[src/common/rename_pkg.sv]
//****************************************
// register naming for the rename stage
// arch x0 stays on tag 0, which never enters the free list
//****************************************

package rename_pkg;

    // architectural and physical register counts
    localparam int num_arch_regs = 32;
    localparam int num_phys_regs = 64;

    // tags outside the initial identity mapping
    localparam int num_free_regs = num_phys_regs - num_arch_regs;

    // architectural index, rs1/rs2/rd fields
    typedef logic [$clog2(num_arch_regs)-1:0] arch_reg_t;

    // physical tag, also the scoreboard index
    typedef logic [$clog2(num_phys_regs)-1:0] phys_tag_t;

    // free list pointer and occupancy
    typedef logic [$clog2(num_free_regs)-1:0] free_ptr_t;
    typedef logic [$clog2(num_free_regs):0] free_cnt_t;

endpackage

[src/common/dispatch_pkg.sv]
//****************************************
// issue and ROB sizing, RV32 opcodes used for classification
// depths must be powers of two, pointers wrap freely
//****************************************

package dispatch_pkg;

    localparam int iq_depth = 16;
    localparam int rob_depth = 16;

    typedef logic [$clog2(iq_depth)-1:0] iq_idx_t;
    typedef logic [$clog2(rob_depth)-1:0] rob_idx_t;
    typedef logic [$clog2(rob_depth):0] rob_cnt_t;

    // major opcodes handled here
    localparam logic [6:0] op_reg = 7'b0110011;
    localparam logic [6:0] op_imm = 7'b0010011;

    // M extension marker in funct7
    localparam logic [6:0] funct7_muldiv = 7'b0000001;

    // ALU issue payload
    typedef struct packed {
        logic [31:0]          instr;
        logic [31:0]          pc;
        rename_pkg::phys_tag_t src1_tag;
        rename_pkg::phys_tag_t src2_tag;
        logic                 uses_src2;
        rename_pkg::phys_tag_t dest_tag;
        rob_idx_t             rob_idx;
    } alu_entry_t;

    // multiply/divide payload, no pc needed
    typedef struct packed {
        logic [31:0]          instr;
        rename_pkg::phys_tag_t src1_tag;
        rename_pkg::phys_tag_t src2_tag;
        logic                 uses_src2;
        rename_pkg::phys_tag_t dest_tag;
        rob_idx_t             rob_idx;
    } mul_entry_t;

endpackage

[src/rename/free_list.sv]
//****************************************
// holds 32..63 ascending after reset
// caller must not pop while empty
//****************************************
`timescale 1ns/100ps

module free_list (
    input  logic                  clk,
    input  logic                  rst_n,
    input  logic                  alloc,
    output rename_pkg::phys_tag_t head_tag,
    input  logic                  release_valid,
    input  rename_pkg::phys_tag_t release_tag,
    output logic                  empty
);
    import rename_pkg::*;

    phys_tag_t slots [num_free_regs];
    free_ptr_t head, tail;
    free_cnt_t count;

    // next tag handed out, no read latency
    assign head_tag = slots[head];
    assign empty    = (count == '0);

    always_ff @(posedge clk or negedge rst_n) begin
        if (!rst_n) begin
            for (int i = 0; i < num_free_regs; i++) begin
                slots[i] <= phys_tag_t'(num_arch_regs + i);
            end
            head  <= '0;
            tail  <= '0;
            count <= free_cnt_t'(num_free_regs);
        end else begin
            if (alloc) begin
                head <= head + 1'b1;
            end
            // freed tags go behind the initial ones
            if (release_valid) begin
                slots[tail] <= release_tag;
                tail        <= tail + 1'b1;
            end
            if (alloc && !release_valid) begin
                count <= count - 1'b1;
            end else if (release_valid && !alloc) begin
                count <= count + 1'b1;
            end
        end
    end

    a_no_pop_empty: assert property (
        @(posedge clk) disable iff (!rst_n) alloc |-> !empty
    ) else $error("free list popped while empty");

endmodule

[src/rename/rename_map.sv]
//****************************************
// map and scoreboard update on the same edge as alloc
// wakeups seen by queues one cycle after the result edge
//****************************************
`timescale 1ns/100ps

module rename_map (
    input  logic                             clk,
    input  logic                             rst_n,
    input  logic                             alloc,
    input  rename_pkg::arch_reg_t            arch_rs1,
    input  rename_pkg::arch_reg_t            arch_rs2,
    input  rename_pkg::arch_reg_t            arch_rd,
    input  rename_pkg::phys_tag_t            new_tag,
    output rename_pkg::phys_tag_t            src1_tag,
    output rename_pkg::phys_tag_t            src2_tag,
    output rename_pkg::phys_tag_t            prev_tag,
    output logic [rename_pkg::num_phys_regs-1:0] ready_vec,
    input  logic                             wake_alu,
    input  rename_pkg::phys_tag_t            wake_alu_tag,
    input  logic                             wake_mul,
    input  rename_pkg::phys_tag_t            wake_mul_tag
);
    import rename_pkg::*;

    // arch to phys mapping
    phys_tag_t map_table [num_arch_regs];
    // one bit per phys tag, set when its value exists
    logic [num_phys_regs-1:0] scoreboard;

    // reads see the mapping before this edge's update
    assign src1_tag  = map_table[arch_rs1];
    assign src2_tag  = map_table[arch_rs2];
    assign prev_tag  = map_table[arch_rd];
    assign ready_vec = scoreboard;

    always_ff @(posedge clk or negedge rst_n) begin
        if (!rst_n) begin
            // identity map, everything produced
            for (int i = 0; i < num_arch_regs; i++) begin
                map_table[i] <= phys_tag_t'(i);
            end
            scoreboard <= '1;
        end else begin
            if (alloc && (arch_rd != '0)) begin
                map_table[arch_rd] <= new_tag;
            end
            // tag 0 stays ready
            if (alloc && (new_tag != '0)) begin
                scoreboard[new_tag] <= 1'b0;
            end
            if (wake_alu) begin
                scoreboard[wake_alu_tag] <= 1'b1;
            end
            if (wake_mul) begin
                scoreboard[wake_mul_tag] <= 1'b1;
            end
        end
    end

endmodule

[src/source/dispatch_top.sv]
//****************************************
// source may strobe only while instr_ready is high
// one multiply in flight, held until mul_result_valid
//****************************************
`timescale 1ns/100ps

module dispatch_top (
    input  logic                    clk,
    input  logic                    rst_n,
    input  logic                    instr_valid,
    input  logic [31:0]             instr,
    input  logic [31:0]             pc,
    output logic                    instr_ready,
    input  logic                    alu_ready,
    output logic                    alu_issue_valid,
    output dispatch_pkg::alu_entry_t alu_issue,
    output logic                    mul_issue_valid,
    output dispatch_pkg::mul_entry_t mul_issue,
    input  logic                    alu_result_valid,
    input  rename_pkg::phys_tag_t   alu_result_tag,
    input  dispatch_pkg::rob_idx_t  alu_result_rob,
    input  logic                    mul_result_valid,
    input  rename_pkg::phys_tag_t   mul_result_tag,
    input  dispatch_pkg::rob_idx_t  mul_result_rob,
    output logic                    commit_valid,
    output rename_pkg::arch_reg_t   commit_arch_rd,
    output rename_pkg::phys_tag_t   commit_phys_rd
);
    import rename_pkg::*;
    import dispatch_pkg::*;

    logic       [6:0] opcode;
    arch_reg_t        rs1, rs2, rd;
    logic             is_mul, uses_src2, writes_rd, accept;
    phys_tag_t        head_tag, dest_tag, src1_tag, src2_tag, prev_tag, release_tag;
    logic [num_phys_regs-1:0] ready_vec;
    rob_idx_t         rob_tail;
    logic             fl_empty, alu_full, mul_full, rob_full, release_valid;
    logic             running, mul_busy, mul_allow;
    alu_entry_t       alu_payload;
    mul_entry_t       mul_payload;

    // field extraction
    assign opcode = instr[6:0];
    assign rd     = instr[11:7];
    assign rs1    = instr[19:15];
    assign rs2    = instr[24:20];

    // M extension goes to the multiply queue, all else to the ALU
    assign is_mul    = (opcode == op_reg) && (instr[31:25] == funct7_muldiv);
    assign uses_src2 = (opcode == op_reg);
    // x0 destinations take no tag
    assign writes_rd = ((opcode == op_reg) || (opcode == op_imm)) && (rd != '0);
    assign dest_tag  = writes_rd ? head_tag : '0;
    assign accept    = instr_valid && instr_ready;

    // payloads share the renamed fields
    always_comb begin
        alu_payload.instr     = instr;
        alu_payload.pc        = pc;
        alu_payload.src1_tag  = src1_tag;
        alu_payload.src2_tag  = uses_src2 ? src2_tag : '0;
        alu_payload.uses_src2 = uses_src2;
        alu_payload.dest_tag  = dest_tag;
        alu_payload.rob_idx   = rob_tail;
        mul_payload.instr     = instr;
        mul_payload.src1_tag  = src1_tag;
        mul_payload.src2_tag  = src2_tag;
        mul_payload.uses_src2 = 1'b1;
        mul_payload.dest_tag  = dest_tag;
        mul_payload.rob_idx   = rob_tail;
    end

    // stall on any full structure, low until first edge after reset
    assign instr_ready = running && !fl_empty && !alu_full && !mul_full && !rob_full;

    // no new multiply while one is shown or outstanding
    assign mul_allow = !mul_busy && !mul_issue_valid;

    always_ff @(posedge clk or negedge rst_n) begin
        if (!rst_n) begin
            running  <= 1'b0;
            mul_busy <= 1'b0;
        end else begin
            running  <= 1'b1;
            // result wins, a same-edge result belongs to the shown op
            mul_busy <= (mul_busy || mul_issue_valid) && !mul_result_valid;
        end
    end

    rename_map u_rename_map (
        .clk(clk), .rst_n(rst_n), .alloc(accept && writes_rd),
        .arch_rs1(rs1), .arch_rs2(rs2), .arch_rd(rd), .new_tag(dest_tag),
        .src1_tag(src1_tag), .src2_tag(src2_tag), .prev_tag(prev_tag),
        .ready_vec(ready_vec),
        .wake_alu(alu_result_valid), .wake_alu_tag(alu_result_tag),
        .wake_mul(mul_result_valid), .wake_mul_tag(mul_result_tag)
    );

    free_list u_free_list (
        .clk(clk), .rst_n(rst_n), .alloc(accept && writes_rd), .head_tag(head_tag),
        .release_valid(release_valid), .release_tag(release_tag), .empty(fl_empty)
    );

    issue_queue #(.payload_t(alu_entry_t)) u_alu_iq (
        .clk(clk), .rst_n(rst_n), .insert(accept && !is_mul), .insert_entry(alu_payload),
        .ready_vec(ready_vec), .issue_allow(alu_ready),
        .issue_valid(alu_issue_valid), .issue_entry(alu_issue), .full(alu_full)
    );

    issue_queue #(.payload_t(mul_entry_t)) u_mul_iq (
        .clk(clk), .rst_n(rst_n), .insert(accept && is_mul), .insert_entry(mul_payload),
        .ready_vec(ready_vec), .issue_allow(mul_allow),
        .issue_valid(mul_issue_valid), .issue_entry(mul_issue), .full(mul_full)
    );

    reorder_buffer u_rob (
        .clk(clk), .rst_n(rst_n), .alloc(accept), .arch_rd(writes_rd ? rd : '0),
        .new_tag(dest_tag), .prev_tag(prev_tag), .alloc_idx(rob_tail),
        .done_alu(alu_result_valid), .done_alu_idx(alu_result_rob),
        .done_mul(mul_result_valid), .done_mul_idx(mul_result_rob),
        .commit_valid(commit_valid), .commit_arch_rd(commit_arch_rd),
        .commit_phys_rd(commit_phys_rd),
        .release_valid(release_valid), .release_tag(release_tag), .full(rob_full)
    );

    // source must respect the stall level
    a_no_strobe_on_stall: assert property (
        @(posedge clk) disable iff (!rst_n) instr_valid |-> instr_ready
    ) else $error("instr_valid while instr_ready low");

endmodule

[src/source/issue_queue.sv]
//****************************************
// one payload type per instance, needs src/dest tag fields
// insert only while not full, issue registered one cycle later
//****************************************
`timescale 1ns/100ps

module issue_queue #(
    parameter type payload_t = dispatch_pkg::alu_entry_t
) (
    input  logic                             clk,
    input  logic                             rst_n,
    input  logic                             insert,
    input  payload_t                         insert_entry,
    input  logic [rename_pkg::num_phys_regs-1:0] ready_vec,
    input  logic                             issue_allow,
    output logic                             issue_valid,
    output payload_t                         issue_entry,
    output logic                             full
);
    import dispatch_pkg::*;

    payload_t            slots [iq_depth];
    logic [iq_depth-1:0] occupied;
    logic [iq_depth-1:0] ready;
    iq_idx_t             free_idx;
    iq_idx_t             sel_idx;
    logic                sel_found;
    logic                take;

    // wakeup against the live scoreboard
    always_comb begin
        for (int i = 0; i < iq_depth; i++) begin
            ready[i] = occupied[i] && ready_vec[slots[i].src1_tag]
                       && (!slots[i].uses_src2 || ready_vec[slots[i].src2_tag]);
        end
    end

    // lowest empty slot, downward scan keeps the last hit
    always_comb begin
        free_idx = '0;
        for (int i = iq_depth - 1; i >= 0; i--) begin
            if (!occupied[i]) begin
                free_idx = iq_idx_t'(i);
            end
        end
    end

    // highest ready slot wins
    always_comb begin
        sel_idx   = '0;
        sel_found = 1'b0;
        for (int i = 0; i < iq_depth; i++) begin
            if (ready[i]) begin
                sel_idx   = iq_idx_t'(i);
                sel_found = 1'b1;
            end
        end
    end

    assign full = &occupied;
    assign take = issue_allow && sel_found;

    always_ff @(posedge clk or negedge rst_n) begin
        if (!rst_n) begin
            occupied    <= '0;
            issue_valid <= 1'b0;
        end else begin
            issue_valid <= take;
            // removal and insertion never hit the same slot
            if (take) begin
                occupied[sel_idx] <= 1'b0;
            end
            if (insert && !full) begin
                occupied[free_idx] <= 1'b1;
            end
        end
    end

    // payload storage
    always_ff @(posedge clk) begin
        if (insert && !full) begin
            slots[free_idx] <= insert_entry;
        end
        if (take) begin
            issue_entry <= slots[sel_idx];
        end
    end

endmodule

[src/source/reorder_buffer.sv]
//****************************************
// in-order retire, one per cycle, commit outputs registered
// arch rd 0 entries retire without freeing a tag
//****************************************
`timescale 1ns/100ps

module reorder_buffer (
    input  logic                   clk,
    input  logic                   rst_n,
    input  logic                   alloc,
    input  rename_pkg::arch_reg_t  arch_rd,
    input  rename_pkg::phys_tag_t  new_tag,
    input  rename_pkg::phys_tag_t  prev_tag,
    output dispatch_pkg::rob_idx_t alloc_idx,
    input  logic                   done_alu,
    input  dispatch_pkg::rob_idx_t done_alu_idx,
    input  logic                   done_mul,
    input  dispatch_pkg::rob_idx_t done_mul_idx,
    output logic                   commit_valid,
    output rename_pkg::arch_reg_t  commit_arch_rd,
    output rename_pkg::phys_tag_t  commit_phys_rd,
    output logic                   release_valid,
    output rename_pkg::phys_tag_t  release_tag,
    output logic                   full
);
    import rename_pkg::*;
    import dispatch_pkg::*;

    arch_reg_t            rd_q   [rob_depth];
    phys_tag_t            dest_q [rob_depth];
    phys_tag_t            prev_q [rob_depth];
    logic [rob_depth-1:0] busy;
    logic [rob_depth-1:0] done;
    rob_idx_t             head, tail;
    rob_cnt_t             count;
    logic                 retire;

    // head leaves once its result is back
    assign retire        = busy[head] && done[head];
    assign alloc_idx     = tail;
    assign full          = (count == rob_cnt_t'(rob_depth));
    assign release_valid = commit_valid && (commit_arch_rd != '0);

    always_ff @(posedge clk or negedge rst_n) begin
        if (!rst_n) begin
            busy         <= '0;
            done         <= '0;
            head         <= '0;
            tail         <= '0;
            count        <= '0;
            commit_valid <= 1'b0;
        end else begin
            commit_valid <= retire;
            if (retire) begin
                busy[head] <= 1'b0;
                head       <= head + 1'b1;
            end
            if (done_alu) begin
                done[done_alu_idx] <= 1'b1;
            end
            if (done_mul) begin
                done[done_mul_idx] <= 1'b1;
            end
            // tail slot is free, no clash with done writes
            if (alloc) begin
                busy[tail] <= 1'b1;
                done[tail] <= 1'b0;
                tail       <= tail + 1'b1;
            end
            if (alloc && !retire) begin
                count <= count + 1'b1;
            end else if (retire && !alloc) begin
                count <= count - 1'b1;
            end
        end
    end

    // per-entry payload and commit data
    always_ff @(posedge clk) begin
        if (alloc) begin
            rd_q[tail]   <= arch_rd;
            dest_q[tail] <= new_tag;
            prev_q[tail] <= prev_tag;
        end
        if (retire) begin
            commit_arch_rd <= rd_q[head];
            commit_phys_rd <= dest_q[head];
            release_tag    <= prev_q[head];
        end
    end

endmodule

[config.mk]
export PLATFORM = sky130hd
export DESIGN_NAME = dispatch_top
export DESIGN_NICKNAME = d
export VERILOG_FILES = /design/src/common/rename_pkg.sv /design/src/common/dispatch_pkg.sv /design/src/rename/free_list.sv /design/src/rename/rename_map.sv /design/src/source/dispatch_top.sv /design/src/source/issue_queue.sv /design/src/source/reorder_buffer.sv
export SDC_FILE = /design/constraint.sdc
export NUM_CORES = 2
export LEC_CHECK = 0
export CAP_MARGIN = 20
export CORE_AREA = 3 3 648 650
export CTS_CLUSTER_DIAMETER = 200
export CTS_CLUSTER_SIZE = 25
export DETAILED_ROUTE_END_ITERATION = 12
export DIE_AREA = 0 0 651 653
export DONT_BUFFER_PORTS = 1
export PLACE_DENSITY = 0.66
export SLEW_MARGIN = 5
export SYNTH_ARGS = -nofsm -noshare
export SYNTH_HDL_FRONTEND = slang
export SYNTH_SLANG_ARGS = --single-unit
[constraint.sdc]
create_clock -name clk -period 9.5 [get_ports clk]
set_clock_uncertainty 0.15 [all_clocks]
set_input_delay 0.475 -clock clk [delete_from_list [all_inputs] [get_ports clk]]
set_output_delay 0.475 -clock clk [all_outputs]
set_load 0.01 [all_outputs]
==> metrics.txt <==
status=complete, but fails checks; failing checks=negative hold slack, max-slew violations; Vias/cell=6.95; clock latency on the worst-skew pair=1.02 ns; Worst Path Arrival=8.57 ns; Layout Nets=9693; fin crit share=84.8%; final hold slack=-0.756 ns; EDFF count, synth=2686; Placer Congestion=0.984; Final min period=8.06 ns; Internal Power=26.8 mW; IO buf count=0; Syn. warnings=0; DRC violations left=0; Comb power frac=38.0%; drt first pass iters=10; IO Pins=247; Die Width=651 um; DR WL/cell=37.8 um; Buffers & Inverters on Critical Path=3; Clk pwr share=17.7%; total CTS buffers=151; initial antenna violation count=46; Routed Wire Length=573000 um; r2r startpoint=u_rename_map.ready_vec[57]$_DFF_PN1_; WP depth=15; FP Rows=236; Syn-to-layout area delta=7.05%; worst slew pin tran=2.15 ns; critical path's top delay family=compound AO/OA/AOI/OAI gates; Mapped Area=0.165 mm^2; largest net degree at the start of global routing=547; commonest non-fill, non-tap cell in the layout=edfxtp_1; Max Root-Sink Buffers=4; number of setup violations in the final report=0; Switching Share=37.5%; final-report hold violation count=412; vias in the first global route=103k; die height=653 um; Sink Count=3232; CP peak stage delay=1.39 ns; GRT Util Overall=26.2%; peak supply drop=396 uV; sw power=16.1 mW; R2R Path End=u_alu_iq.issue_entry[83]$_DFFE_PN_; Total Power=42.8 mW; routed vias=105k; CP max-delay cell=dfstp_2; crit path launch type=flip-flop; H-tree levels=4; Die Area=0.425 mm^2; Cells after Synth=10.2k; first-pass GRT wire length=801000 um; Leak=61.0 nW; asr flop ratio synth=16.9%; WS Path Type=flip-flop to flip-flop; register area share after synthesis=57.2%; Slew headroom=-43.4%; Seq pwr share=44.3%; most frequent cells in the layout=edfxtp_1 (2686), mux4_2 (1468), mux2i_1 (1006); Syn Area/Cell=16.3 um^2; post-layout util=42.8%; CP Capture Type=flip-flop; CTS Root Cell=clkbuf_16; Hold-fix buffers, CTS=140; 1st-iter DRT viols=17.5k; crit-path cells=buf_4 > mux4_2 > mux2i_1 > a211oi_1 > o2111ai_1 > or4_1 > nand2b_1 > a311o_1 > and2_4 > o21a_4 > buf_12 > buf_4 > mux2_1 > a2111oi_0 > o211ai_1; pwr dens=242 mW/mm^2; final setup TNS=0 ns; Detailed Place HPWL=328000 um; Yosys reg bits=3232; postcts setup bufs=0; max cap viols=0; remaining global-route overflow=0; final slew viol count=219; FMAX=124 MHz; layout cell share with drive strength beyond 1=29.4%; post-route ant nets=0; R2R cell count=15; Primary FF master, synth=edfxtp_1; CP most frequent cell=buf_4; core area=0.414 mm^2; CTS tree=done; clk slew on worst S/H paths=0.12 ns; Hold Path Class=primary input to asynchronous set/reset pin; r2r setup slk=1.44 ns; RSZ-0062 raised after global routing=no; Initial Util=40.0%; required time of the worst setup path=10.02 ns; Synth cell types=93; crit-path max FO=68
[power groups by stage]
stage	Clock [mW]	Sequential, mW	Combinational (mW)
after floorplan	0	17.8	11.0
after global placement	0	19.2	15.2
after detailed placement	0	19.3	15.4
after CTS	7.68	19.0	15.7
after global routing	8.18	19.0	16.7
final	7.58	19.0	16.3
[cell usage after synthesis, types with 21 or more instances]
cell type	number	area [um^2]
dfstp_2	257	6750
mux2_1	60	676
dfrtp_1	289	7230
clkbuf_1	683	2560
edfxtp_1	2686	80700
mux2i_1	1009	10100
mux2_2	455	5120
nand2b_1	56	350
buf_6	27	304
nor2b_1	70	438
nor3_1	46	230
ha_1	22	275
o21ai_0	273	1370
and2_1	21	131
o22ai_1	140	876
nor2_1	435	1630
a21oi_1	272	1360
or3_1	32	200
o211ai_1	89	668
buf_2	351	1760
a211oi_1	24	180
a2111oi_0	91	797
nand2_1	248	931
mux4_2	1468	33100
or4_1	77	578
buf_4	24	180
buf_1	123	462
o221ai_2	30	450
o22a_1	72	631
inv_1	71	267
o221ai_1	192	1680
nand3_1	104	521
nand4_1	30	188
nand3b_1	49	368
[stage by stage]
step / setup WS (ns) / area [um^2] / hold WS, ns / std cells
floorplan: 1.78 / 165000 / 0.0294 / 10200
global placement: 1.78 / 170000 / 0.0666 / 14700
detailed placement: 1.78 / 170000 / 0.0686 / 14700
CTS: 1.76 / 176000 / -0.911 / 15100
global route: 1.45 / 177000 / -0.827 / 15100
finish: 1.44 / 177000 / -0.756 / 15200
[worst register-to-register path, stage by stage, from the launching register on]
cell,delay [ns]
dfstp_2,1.39
buf_4,0.57
mux4_2,0.32
mux2i_1,0.07
a211oi_1,0.25
o2111ai_1,0.17
or4_1,0.66
nand2b_1,0.16
a311o_1,0.22
and2_4,0.74
o21a_4,0.85
buf_12,0.54
buf_4,0.54
mux2_1,0.39
a2111oi_0,0.53
o211ai_1,0.17
[kinds of logic (layout without fill, tap and decap cells)]
group	count (synthesis)	after routing	share of synthesized area (%)
AOI/OAI and AO/OA	1359	1359	5.73
xor gates and xnor gates	24	24	0.127
adders and majority gates	24	24	0.191
buffers and inverters	1289	768	3.37
DFF	3232	3232	57.2
muxes	2992	2992	29.6
other	1	33	0.00227
and+or+nand+nor	1255	1255	3.78
[state kept, by name, indices dropped and copies added, names as in the netlist, 6 cells and up]
signal,count
u_free_list.slots,192
u_rob.busy,16
u_rob.release_tag,6
u_rob.rd_q,80
u_alu_iq.issue_entry,87
u_rename_map.ready_vec,64
u_rob.prev_q,96
u_mul_iq.occupied,16
u_rob.done,16
u_rename_map.map_table,192
u_mul_iq.issue_entry,54
u_free_list.count,6
u_alu_iq.slots,1392
u_rob.dest_q,96
u_rob.commit_phys_rd,6
u_alu_iq.occupied,16
u_mul_iq.slots,864
[worst max-delay path by stage]
| stage | startpoint | end | slack (ns) |
|---|---|---|---|
| after floorplan | u_rename_map.ready_vec[34]$_DFF_PN1_ | u_alu_iq.occupied[2]$_DFF_PN0_ | 1.78 |
| after global placement | u_alu_iq.slots[11][12]$_DFFE_PP_ | u_alu_iq.issue_entry[34]$_DFFE_PN_ | 1.78 |
| after detailed placement | u_alu_iq.slots[11][12]$_DFFE_PP_ | u_alu_iq.issue_entry[34]$_DFFE_PN_ | 1.78 |
| after CTS | u_alu_iq.slots[11][12]$_DFFE_PP_ | u_alu_iq.issue_entry[34]$_DFFE_PN_ | 1.76 |
| after global routing | u_rename_map.ready_vec[57]$_DFF_PN1_ | u_alu_iq.issue_entry[55]$_DFFE_PN_ | 1.45 |
| final | u_rename_map.ready_vec[57]$_DFF_PN1_ | u_alu_iq.issue_entry[83]$_DFFE_PN_ | 1.44 |
[layout make-up]
class                           count  area [um^2]
Fill cell                       35700       237000
Sequential cell                  3232        94700
Multi-Input combinational cell   5656        65800
Tap cell                         5474         6850
Timing Repair Buffer              464         5110
Clock buffer                      221         4130
Inverter                           74          279
Clock inverter                      9          188
Antenna cell                       31         77.6
[routing by layer]
layer / track usage, % / vias up / part of all wire, %
li1: - / 40200 / -
met1: 34.3 / 54900 / 36
met2: 39.7 / 8595 / 45
met3: 7.98 / 1630 / 13
met4: 12.7 / 16 / 5.8
met5: 0.170 / - / 0.035
[repair_timing]
action,CTS,global route
resized for setup,0,0
hold endpoints to repair,2225,546
endpoints found under the setup margin,0,0
No activity file was read; power rests on OpenSTA's default activity.
